--- src/verilog/drac_pkg.sv ---
//--------------------------------------------------------------------------
// DRAC core shared definitions
//--------------------------------------------------------------------------
package drac_pkg;

    // Core widths
    typedef logic [39:0]  addr_t;
    typedef logic [63:0]  bus64_t;
    typedef logic [127:0] icache_line_t;

    // I-type layout, ADDI and LD
    typedef struct packed {
        logic [11:0] imm;
        logic [4:0]  rs1;
        logic [2:0]  funct3;
        logic [4:0]  rd;
        logic [6:0]  opcode;
    } instr_itype_t;

    // S-type layout, SD only
    // Immediate split around rs2 and rs1
    typedef struct packed {
        logic [6:0]  imm_hi;
        logic [4:0]  rs2;
        logic [4:0]  rs1;
        logic [2:0]  funct3;
        logic [4:0]  imm_lo;
        logic [6:0]  opcode;
    } instr_stype_t;

    // One fetched word, seen either way
    typedef union packed {
        instr_itype_t i;
        instr_stype_t s;
    } instr_u;

    // Major opcodes
    localparam logic [6:0] OP_IMM   = 7'b0010011;
    localparam logic [6:0] OP_LOAD  = 7'b0000011;
    localparam logic [6:0] OP_STORE = 7'b0100011;

    // funct3 values
    localparam logic [2:0] F3_ADDI   = 3'b000;
    localparam logic [2:0] F3_DOUBLE = 3'b011;

    // Data cache command codes
    localparam logic [4:0] M_XRD = 5'b00000;
    localparam logic [4:0] M_XWR = 5'b00001;

    // Doubleword access type
    localparam logic [3:0] MT_D = 4'b0011;

    // mcause value for an illegal instruction
    localparam logic [63:0] CAUSE_ILLEGAL_INSTR = 64'd2;

endpackage
--- src/verilog/top_drac.sv ---
//--------------------------------------------------------------------------
// DRAC core top
//--------------------------------------------------------------------------
`timescale 1ns/1ps

module top_drac (
    input  logic                   clk_i,
    input  logic                   reset_i,
    input  drac_pkg::addr_t        reset_addr_i,

    // Instruction cache
    input  logic                   icache_req_ready_i,
    input  logic                   icache_resp_valid_i,
    input  drac_pkg::icache_line_t icache_resp_datablock_i,
    output logic                   icache_req_valid_o,
    output logic [11:0]            icache_req_idx_o,
    output logic                   icache_resp_ready_o,

    // Data cache
    input  logic                   dmem_req_ready_i,
    input  logic                   dmem_resp_valid_i,
    input  logic                   dmem_resp_nack_i,
    input  drac_pkg::bus64_t       dmem_resp_data_i,
    output logic                   dmem_req_valid_o,
    output logic [4:0]             dmem_req_cmd_o,
    output logic [3:0]             dmem_op_type_o,
    output drac_pkg::addr_t        dmem_req_addr_o,
    output drac_pkg::bus64_t       dmem_req_data_o,
    output logic [7:0]             dmem_req_tag_o,

    // Debug register read
    input  logic                   reg_read_i,
    input  logic [4:0]             reg_addr_i,
    output drac_pkg::bus64_t       reg_read_data_o,

    // Write-back trace
    output logic                   wb_valid_o,
    output drac_pkg::addr_t        wb_pc_o,
    output logic                   wb_we_o,
    output logic [4:0]             wb_addr_o,
    output drac_pkg::bus64_t       wb_data_o,

    // Exception report
    output logic                   csr_exception_o,
    output drac_pkg::bus64_t       csr_cause_o,
    output drac_pkg::addr_t        csr_pc_o
);
    import drac_pkg::*;

    // Datapath to instruction side
    logic        fetch_req;
    addr_t       fetch_pc;
    logic        fetch_valid;
    logic [31:0] fetch_instr;

    // Datapath to data side
    logic        mem_req;
    logic        mem_store;
    addr_t       mem_addr;
    bus64_t      mem_wdata;
    logic        mem_done;
    bus64_t      mem_rdata;

    datapath datapath_inst (
        .clk_i           (clk_i),
        .reset_i         (reset_i),
        .reset_addr_i    (reset_addr_i),
        .fetch_valid_i   (fetch_valid),
        .fetch_instr_i   (fetch_instr),
        .fetch_req_o     (fetch_req),
        .fetch_pc_o      (fetch_pc),
        .mem_done_i      (mem_done),
        .mem_rdata_i     (mem_rdata),
        .mem_req_o       (mem_req),
        .mem_store_o     (mem_store),
        .mem_addr_o      (mem_addr),
        .mem_wdata_o     (mem_wdata),
        .reg_read_i      (reg_read_i),
        .reg_addr_i      (reg_addr_i),
        .reg_read_data_o (reg_read_data_o),
        .wb_valid_o      (wb_valid_o),
        .wb_pc_o         (wb_pc_o),
        .wb_we_o         (wb_we_o),
        .wb_addr_o       (wb_addr_o),
        .wb_data_o       (wb_data_o),
        .csr_exception_o (csr_exception_o),
        .csr_cause_o     (csr_cause_o),
        .csr_pc_o        (csr_pc_o)
    );

    icache_interface icache_interface_inst (
        .clk_i                   (clk_i),
        .reset_i                 (reset_i),
        .fetch_req_i             (fetch_req),
        .fetch_pc_i              (fetch_pc),
        .fetch_valid_o           (fetch_valid),
        .fetch_instr_o           (fetch_instr),
        .icache_req_ready_i      (icache_req_ready_i),
        .icache_resp_valid_i     (icache_resp_valid_i),
        .icache_resp_datablock_i (icache_resp_datablock_i),
        .icache_req_valid_o      (icache_req_valid_o),
        .icache_req_idx_o        (icache_req_idx_o),
        .icache_resp_ready_o     (icache_resp_ready_o)
    );

    dcache_interface dcache_interface_inst (
        .clk_i             (clk_i),
        .reset_i           (reset_i),
        .mem_req_i         (mem_req),
        .mem_store_i       (mem_store),
        .mem_addr_i        (mem_addr),
        .mem_wdata_i       (mem_wdata),
        .mem_done_o        (mem_done),
        .mem_rdata_o       (mem_rdata),
        .dmem_req_ready_i  (dmem_req_ready_i),
        .dmem_resp_valid_i (dmem_resp_valid_i),
        .dmem_resp_nack_i  (dmem_resp_nack_i),
        .dmem_resp_data_i  (dmem_resp_data_i),
        .dmem_req_valid_o  (dmem_req_valid_o),
        .dmem_req_cmd_o    (dmem_req_cmd_o),
        .dmem_op_type_o    (dmem_op_type_o),
        .dmem_req_addr_o   (dmem_req_addr_o),
        .dmem_req_data_o   (dmem_req_data_o),
        .dmem_req_tag_o    (dmem_req_tag_o)
    );

endmodule

--- src/verilog/dcache_interface.sv ---
//--------------------------------------------------------------------------
// Data cache interface
//--------------------------------------------------------------------------
`timescale 1ns/1ps

module dcache_interface (
    input  logic               clk_i,
    input  logic               reset_i,

    // Request from the datapath
    input  logic               mem_req_i,
    input  logic               mem_store_i,
    input  drac_pkg::addr_t    mem_addr_i,
    input  drac_pkg::bus64_t   mem_wdata_i,
    output logic               mem_done_o,
    output drac_pkg::bus64_t   mem_rdata_o,

    // Data cache response
    input  logic               dmem_req_ready_i,
    input  logic               dmem_resp_valid_i,
    input  logic               dmem_resp_nack_i,
    input  drac_pkg::bus64_t   dmem_resp_data_i,

    // Data cache request
    output logic               dmem_req_valid_o,
    output logic [4:0]         dmem_req_cmd_o,
    output logic [3:0]         dmem_op_type_o,
    output drac_pkg::addr_t    dmem_req_addr_o,
    output drac_pkg::bus64_t   dmem_req_data_o,
    output logic [7:0]         dmem_req_tag_o
);
    import drac_pkg::*;

    localparam logic [1:0] S_IDLE = 2'd0;
    localparam logic [1:0] S_REQ  = 2'd1;
    localparam logic [1:0] S_WAIT = 2'd2;

    logic [1:0] state_q;
    logic [7:0] tag_q;
    logic       store_q;
    addr_t      addr_q;
    bus64_t     wdata_q;

    always_ff @(posedge clk_i) begin
        if (reset_i) begin
            state_q <= S_IDLE;
            tag_q   <= 8'd0;
        end else begin
            case (state_q)
                S_IDLE: begin
                    if (mem_req_i) begin
                        state_q <= S_REQ;
                    end
                end
                // Tag advances on every accepted request
                S_REQ: begin
                    if (dmem_req_ready_i) begin
                        tag_q   <= tag_q + 8'd1;
                        state_q <= S_WAIT;
                    end
                end
                // Nack sends the same request again next cycle
                S_WAIT: begin
                    if (dmem_resp_valid_i) begin
                        state_q <= dmem_resp_nack_i ? S_REQ : S_IDLE;
                    end
                end
                default: begin
                    state_q <= S_IDLE;
                end
            endcase
        end
    end

    // Request fields, stable through stalls and replays
    always_ff @(posedge clk_i) begin
        if ((state_q == S_IDLE) && mem_req_i) begin
            store_q <= mem_store_i;
            addr_q  <= mem_addr_i;
            wdata_q <= mem_wdata_i;
        end
    end

    assign dmem_req_valid_o = (state_q == S_REQ);
    assign dmem_req_cmd_o   = store_q ? M_XWR : M_XRD;
    assign dmem_op_type_o   = MT_D;
    assign dmem_req_addr_o  = addr_q;
    assign dmem_req_data_o  = wdata_q;
    assign dmem_req_tag_o   = tag_q;

    // Clean response completes the access
    assign mem_done_o  = (state_q == S_WAIT) && dmem_resp_valid_i && !dmem_resp_nack_i;
    assign mem_rdata_o = dmem_resp_data_i;

endmodule

--- src/verilog/icache_interface.sv ---
//--------------------------------------------------------------------------
// Instruction cache interface
//--------------------------------------------------------------------------
`timescale 1ns/1ps

module icache_interface (
    input  logic                   clk_i,
    input  logic                   reset_i,

    // Fetch request from the datapath
    input  logic                   fetch_req_i,
    input  drac_pkg::addr_t        fetch_pc_i,
    output logic                   fetch_valid_o,
    output logic [31:0]            fetch_instr_o,

    // Instruction cache
    input  logic                   icache_req_ready_i,
    input  logic                   icache_resp_valid_i,
    input  drac_pkg::icache_line_t icache_resp_datablock_i,
    output logic                   icache_req_valid_o,
    output logic [11:0]            icache_req_idx_o,
    output logic                   icache_resp_ready_o
);

    localparam logic [1:0] S_IDLE = 2'd0;
    localparam logic [1:0] S_REQ  = 2'd1;
    localparam logic [1:0] S_WAIT = 2'd2;

    logic [1:0]  state_q;
    // Page offset of the fetch pc
    logic [11:0] idx_q;

    always_ff @(posedge clk_i) begin
        if (reset_i) begin
            state_q <= S_IDLE;
        end else begin
            case (state_q)
                S_IDLE: begin
                    if (fetch_req_i) begin
                        state_q <= S_REQ;
                    end
                end
                // Hold the request until the cache takes it
                S_REQ: begin
                    if (icache_req_ready_i) begin
                        state_q <= S_WAIT;
                    end
                end
                S_WAIT: begin
                    if (icache_resp_valid_i) begin
                        state_q <= S_IDLE;
                    end
                end
                default: begin
                    state_q <= S_IDLE;
                end
            endcase
        end
    end

    always_ff @(posedge clk_i) begin
        if ((state_q == S_IDLE) && fetch_req_i) begin
            idx_q <= fetch_pc_i[11:0];
        end
    end

    assign icache_req_valid_o  = (state_q == S_REQ);
    assign icache_req_idx_o    = idx_q;
    assign icache_resp_ready_o = (state_q == S_WAIT);

    // One 32-bit word out of the 128-bit line, by pc[3:2]
    assign fetch_valid_o = (state_q == S_WAIT) && icache_resp_valid_i;
    assign fetch_instr_o = icache_resp_datablock_i[{idx_q[3:2], 5'b00000} +: 32];

endmodule

--- src/verilog/datapath.sv ---
//--------------------------------------------------------------------------
// Multi-cycle datapath
//--------------------------------------------------------------------------
`timescale 1ns/1ps

module datapath (
    input  logic               clk_i,
    input  logic               reset_i,
    input  drac_pkg::addr_t    reset_addr_i,

    // Fetch side
    input  logic               fetch_valid_i,
    input  logic [31:0]        fetch_instr_i,
    output logic               fetch_req_o,
    output drac_pkg::addr_t    fetch_pc_o,

    // Data memory side
    input  logic               mem_done_i,
    input  drac_pkg::bus64_t   mem_rdata_i,
    output logic               mem_req_o,
    output logic               mem_store_o,
    output drac_pkg::addr_t    mem_addr_o,
    output drac_pkg::bus64_t   mem_wdata_o,

    // Debug register read
    input  logic               reg_read_i,
    input  logic [4:0]         reg_addr_i,
    output drac_pkg::bus64_t   reg_read_data_o,

    // Write-back trace
    output logic               wb_valid_o,
    output drac_pkg::addr_t    wb_pc_o,
    output logic               wb_we_o,
    output logic [4:0]         wb_addr_o,
    output drac_pkg::bus64_t   wb_data_o,

    // Exception report
    output logic               csr_exception_o,
    output drac_pkg::bus64_t   csr_cause_o,
    output drac_pkg::addr_t    csr_pc_o
);
    import drac_pkg::*;

    // Sequencer states
    localparam logic [2:0] S_FETCH      = 3'd0;
    localparam logic [2:0] S_WAIT_FETCH = 3'd1;
    localparam logic [2:0] S_EXEC       = 3'd2;
    localparam logic [2:0] S_WAIT_MEM   = 3'd3;
    localparam logic [2:0] S_WB         = 3'd4;

    logic [2:0] state_q;
    logic       fetch_req_q;
    addr_t      pc_q;
    instr_u     instr_q;
    bus64_t     result_q;
    bus64_t     reg_read_data_q;

    // x1..x31, x0 is not stored
    bus64_t     rf_q [31:1];

    logic       is_addi;
    logic       is_load;
    logic       is_store;
    logic       illegal;
    logic       writes_rd;
    logic [4:0] rs1;
    logic [4:0] rs2;
    logic [4:0] rd;
    bus64_t     rs1_val;
    bus64_t     rs2_val;
    bus64_t     imm_i;
    bus64_t     imm_s;
    bus64_t     eff_addr;

    // Register read with x0 hardwired to zero
    function automatic bus64_t rf_read(input logic [4:0] idx);
        bus64_t val;
        val = '0;
        if (idx != 5'd0) begin
            val = rf_q[idx];
        end
        return val;
    endfunction

    // Decode, same word through both views
    assign is_addi  = (instr_q.i.opcode == OP_IMM)   && (instr_q.i.funct3 == F3_ADDI);
    assign is_load  = (instr_q.i.opcode == OP_LOAD)  && (instr_q.i.funct3 == F3_DOUBLE);
    assign is_store = (instr_q.s.opcode == OP_STORE) && (instr_q.s.funct3 == F3_DOUBLE);
    assign illegal   = !(is_addi || is_load || is_store);
    assign writes_rd = is_addi || is_load;

    assign rs1 = instr_q.i.rs1;
    assign rs2 = instr_q.s.rs2;
    assign rd  = instr_q.i.rd;

    // Sign-extended immediates
    assign imm_i = {{52{instr_q.i.imm[11]}}, instr_q.i.imm};
    assign imm_s = {{52{instr_q.s.imm_hi[6]}}, instr_q.s.imm_hi, instr_q.s.imm_lo};

    assign rs1_val  = rf_read(rs1);
    assign rs2_val  = rf_read(rs2);
    // rs1 plus the I or S immediate
    assign eff_addr = rs1_val + (is_store ? imm_s : imm_i);

    // Control sequencer
    always_ff @(posedge clk_i) begin
        if (reset_i) begin
            state_q     <= S_FETCH;
            fetch_req_q <= 1'b0;
            pc_q        <= reset_addr_i;
        end else begin
            fetch_req_q <= 1'b0;
            case (state_q)
                // Only entered out of reset
                S_FETCH: begin
                    fetch_req_q <= 1'b1;
                    state_q     <= S_WAIT_FETCH;
                end
                S_WAIT_FETCH: begin
                    if (fetch_valid_i) begin
                        state_q <= S_EXEC;
                    end
                end
                // Illegal words skip memory and retire directly
                S_EXEC: begin
                    state_q <= (is_load || is_store) ? S_WAIT_MEM : S_WB;
                end
                S_WAIT_MEM: begin
                    if (mem_done_i) begin
                        state_q <= S_WB;
                    end
                end
                // Retire, then request the next fetch straight away
                S_WB: begin
                    fetch_req_q <= 1'b1;
                    state_q     <= S_WAIT_FETCH;
                    pc_q        <= illegal ? reset_addr_i : pc_q + 40'd4;
                end
                default: begin
                    state_q <= S_FETCH;
                end
            endcase
        end
    end

    // Instruction, result and register file
    always_ff @(posedge clk_i) begin
        if ((state_q == S_WAIT_FETCH) && fetch_valid_i) begin
            instr_q <= fetch_instr_i;
        end
        // ADDI result, overwritten by load data below
        if (state_q == S_EXEC) begin
            result_q <= rs1_val + imm_i;
        end
        if ((state_q == S_WAIT_MEM) && mem_done_i) begin
            result_q <= mem_rdata_i;
        end
        if (wb_we_o) begin
            rf_q[rd] <= result_q;
        end
    end

    // Debug port, data one cycle after the strobe
    always_ff @(posedge clk_i) begin
        if (reg_read_i) begin
            reg_read_data_q <= rf_read(reg_addr_i);
        end
    end

    assign fetch_req_o = fetch_req_q;
    assign fetch_pc_o  = pc_q;

    // Memory request pulses in the execute cycle
    assign mem_req_o   = (state_q == S_EXEC) && (is_load || is_store);
    assign mem_store_o = is_store;
    assign mem_addr_o  = eff_addr[39:0];
    assign mem_wdata_o = rs2_val;

    // Trace, writes to x0 are dropped
    assign wb_valid_o = (state_q == S_WB);
    assign wb_pc_o    = pc_q;
    assign wb_we_o    = wb_valid_o && writes_rd && (rd != 5'd0);
    assign wb_addr_o  = rd;
    assign wb_data_o  = result_q;

    assign csr_exception_o = wb_valid_o && illegal;
    assign csr_cause_o     = csr_exception_o ? CAUSE_ILLEGAL_INSTR : '0;
    assign csr_pc_o        = pc_q;

    assign reg_read_data_o = reg_read_data_q;

endmodule

--- config.mk ---
export PLATFORM = sky130hd
export DESIGN_NAME = top_drac
export DESIGN_NICKNAME = d
export VERILOG_FILES = /design/src/verilog/drac_pkg.sv /design/src/verilog/top_drac.sv /design/src/verilog/dcache_interface.sv /design/src/verilog/icache_interface.sv /design/src/verilog/datapath.sv
export SDC_FILE = /design/constraint.sdc
export NUM_CORES = 2
export LEC_CHECK = 0
export BUFFER_PORTS_ARGS = -buffer_cell sky130_fd_sc_hd__buf_2
export CAP_MARGIN = 20
export CORE_ASPECT_RATIO = 0.75
export CORE_MARGIN = 8
export CORE_UTILIZATION = 44
export CTS_CLUSTER_DIAMETER = 200
export DETAILED_ROUTE_END_ITERATION = 10
export GPL_TIMING_DRIVEN = 0
export SLEW_MARGIN = 20
export SYNTH_ARGS = -nofsm -noshare
export SYNTH_HDL_FRONTEND = slang
export SYNTH_SLANG_ARGS = --single-unit
--- constraint.sdc ---
create_clock -name clk_i -period 8.7 [get_ports clk_i]
set_input_delay 1.305 -clock clk_i [delete_from_list [all_inputs] [get_ports clk_i]]
set_output_delay 1.305 -clock clk_i [all_outputs]
set_load 0.05 [all_outputs]
==> results.md <==
- Result of the run: finished, violations left
- Violations in the final reports: setup timing
- Final Slew Violations: 0
- Total clock sinks: between 2,000 and 2,500
- Number of antenna violations at the first check in global routing: 48
- CTS root buf: clkbuf_16
- Antenna violation net count after detailed routing: 0
- Largest net degree at the start of global routing: 39
- Clock transition at the registers of the reported paths: about 0.060 ns
- I/O pin count: 661
- Crit Path Category: register to register
- Worst-Skew Late Latency: 0.98 ns
- Post-synthesis instance total: 7,211
- Port Buffer Count: between 500 and 600
- First-pass GRT wire length: 775 mm
- Share of cells above drive strength 1: 0.409
- Remaining max-slew budget at the tightest pin: 0.0848
- Total power consumption of the routed design: 0.0249 W
- Power Dens Cells: 167 nW/um2
- Synthesized area: between 100,000 and 150,000 um2
- Setup violators final: 6
- HPWL after DPL: 434 mm
- Initial Util: 0.441
- Dominant register cell in the synthesized netlist: edfxtp_1
- Maximum fanout count along the critical path: 19
- Worst hold path type: register to register
- Net count reported at finish: approximately 8,700
- Average routed wire per standard cell: between 40 and 50 um
- Hold Worst Slack: 0.474 ns
- Final count of hold timing violations: 0
- Leading cell types in the layout, fill and taps excluded: edfxtp_1, mux4_2, buf_2
- Worst-case setup margin in the final layout: -0.203 ns
- Routed wire length: 591 mm
- Detailed-route vias per instance: 7.45
- Die X: 633 um
- DRC violation count after routing: 0
- Hold buffer count at cts: 0
- Vias in the first global route: 87,400
- Die Ht: ~480 um
- Clock period minus final worst setup slack: a little under 9 ns
- Pleak: 50.1 nW
- Number of buffers on the longest clock path: 4
- Total clock buffers created by CTS: 244
- Slew of the pin with the lowest slew margin: 1.37 ns
- Violation count after the first detailed-routing iteration: 18,300
- All-Layer GR Usage: 0.379
- Die area: 303,000 um2
- Post-synthesis area per instance: around 17 um2
- Iteration count of the initial detailed-routing pass: 9
- Most common cell after layout, fill and taps aside: edfxtp_1
- Worst EP arrival: 9.60 ns
- Unrepaired setup endpoints after global routing: false
- # rows: 170
- GP Congestion: 0.986
- Flops & latches, synth: approximately 2,300
- H-tree depth reported by CTS: 4
- Setup Buffers After CTS: 0
- Final setup TNS: -0.570 ns
- Ys async rst share: 0
- Total gr overflow: 0
- Core region area: 285,000 um2
- Kind of end point of the critical path: register
- Vias post-DR: 92,500
- VDD IR max: 0.165 mV
- Number of distinct library cells after synthesis: between 80 and 90
- Post-synthesis sequential area ratio: 0.553
- Count of yosys warnings during synthesis: 0
- Element type at the critical path start: register
- Max-capacitance violation count: 0
- Number of enable-type register cells in the synthesized netlist: 2,301
- Clock tree skew after final layout: 0.0838 ns
- Clock tree from TritonCTS: done
- Achievable clock frequency: approximately 110 MHz
- Required time at the endpoint of the critical path: 9.40 ns
- Area overhead of the layout relative to synthesis: 18.4%
- Final period utilization: 1.02
repair_timing:
| item | 4_1_cts | 5_1_grt |
|---|---|---|
| setup endpoints to repair | 77 | 13 |
| endpoints found under the hold margin | 0 | 0 |
| pin swaps | 1 | 0 |
| gates resized for setup | 48 | 8 |
layout make-up:
class / instances / area (um2)
fillers: 22900 / 136000
flip-flops and latches: 2322 / 69500
multi-input cells: 4195 / 53600
repair buffers: 892 / 9380
clock buffers: 284 / 6280
well taps: 3784 / 4730
plain buffers: 720 / 3700
clock inverters: 144 / 1420
diodes: 54 / 135
inverters: 32 / 120
report_power, final:
part / internal, W / total, W / switching [W]
Combinational: 0.000654 / 0.00197 / 0.00131
Clock: 0.00590 / 0.0107 / 0.00480
Sequential: 0.0122 / 0.0122 / 0.0000346
cells by family after synthesis:
family	after synthesis	synth area share
AO/OA/AOI/OAI	887	0.0449
XOR/XNOR	144	0.0100
adder cells (fa/ha/maj)	69	0.00682
buffers and inverters	763	0.0269
flip-flops	2322	0.553
multiplexers	2156	0.328
other	2	0.0000597
AND/OR/NAND/NOR	868	0.0308
sequential cells by signal, summed over array words and instances, names as in the netlist, 3 cells and up, named ones only:
| signal | count |
|---|---|
| datapath_inst.csr_pc_o | 40 |
| datapath_inst.instr_q | 32 |
| datapath_inst.reg_read_data_o | 64 |
| datapath_inst.rf_q | 1984 |
| datapath_inst.state_q | 3 |
| datapath_inst.wb_data_o | 64 |
| dcache_interface_inst.dmem_req_addr_o | 40 |
| dcache_interface_inst.dmem_req_data_o | 64 |
| dcache_interface_inst.dmem_req_tag_o | 8 |
| icache_interface_inst.icache_req_idx_o | 12 |
worst max-delay path, cell delays in order, from the launching register on:
cell,delay (ns)
dfxtp_1,0.39
buf_2,0.34
buf_4,0.42
clkbuf_2,0.52
clkbuf_2,0.43
clkbuf_2,0.52
clkbuf_2,0.76
a21oi_1,0.17
mux4_2,0.50
mux2i_2,0.40
nor2_1,0.09
ha_1,0.31
clkbuf_1,0.25
a21o_1,0.29
a21o_1,0.21
a21oi_1,0.30
o21ai_1,0.23
a311o_1,0.45
o2111ai_4,0.56
a21oi_1,0.21
a21oi_2,0.43
o41ai_2,0.12
mux2i_1,0.14
nor4_1,0.50
per-stage QoR:
stage | std cells | setup slack, ns | instance area, um2 | util
3_5_place_dp | 11900 | -2.82 | 140000 | 0.492
4_1_cts | 12300 | 0.00741 | 148000 | 0.519
3_3_place_gp | 11600 | -3.85 | 134000 | 0.469
5_1_grt | 12400 | 0.0156 | 149000 | 0.522
6_report | 12400 | -0.203 | 149000 | 0.522
2_1_floorplan | 7280 | 1.06 | 126000 | -
worst paths after layout:
path	slack [ns]	cells past startpoint	from	end
max	-0.20	23	register	datapath_inst.wb_data_o[63]$_DFFE_PP_
min	0.47	2	datapath_inst.instr_q[19]$_DFFE_PP_	register
max reg2reg	-0.20	23	register	datapath_inst.wb_data_o[63]$_DFFE_PP_
min reg2reg	0.47	2	datapath_inst.instr_q[19]$_DFFE_PP_	register
cell usage after synthesis, types with 6 or more instances:
cell type,count,share of area
clkbuf_1,429,0.013
o221ai_1,62,0.0043
nand4_1,43,0.0021
buf_2,18,0.00072
o21ai_1,14,0.00056
edfxtp_1,2301,0.55
nor3_1,83,0.0033
xor2_1,63,0.0044
mux2_2,134,0.012
and2_1,7,0.00035
nand3b_1,8,0.00048
buf_1,160,0.0048
dfxtp_1,21,0.0033
xnor2_1,81,0.0056
a21o_1,43,0.0026
and3_1,16,0.00080
nand2b_1,12,0.00060
or3_1,6,0.00030
mux4_2,1548,0.28
o21ai_0,139,0.0055
nor2b_1,28,0.0014
nor4_1,11,0.00055
nand2_1,122,0.0036
o21a_1,17,0.0010
buf_4,120,0.0072
ha_1,66,0.0066
nor2_1,469,0.014
mux4_1,6,0.0013
a21oi_1,391,0.016
o31ai_1,6,0.00036
a211oi_1,6,0.00036
mux2i_1,468,0.037
nand3_1,30,0.0012
o22ai_1,10,0.00050
o21bai_1,24,0.0014
a221oi_1,120,0.0084
inv_1,32,0.00096
a31oi_1,10,0.00050
or2_2,10,0.00050
metal layers:
| metal | global-route usage | routed length, um | part of all wire |
|---|---|---|---|
| met4 | 0.220 | 44000 | 0.074 |
| met5 | 0.00857 | 586 | 0.00099 |
| met3 | 0.199 | 109000 | 0.18 |
| met2 | 0.501 | 234000 | 0.40 |
| met1 | 0.492 | 204000 | 0.35 |
Power figures use the tool's default switching activity.
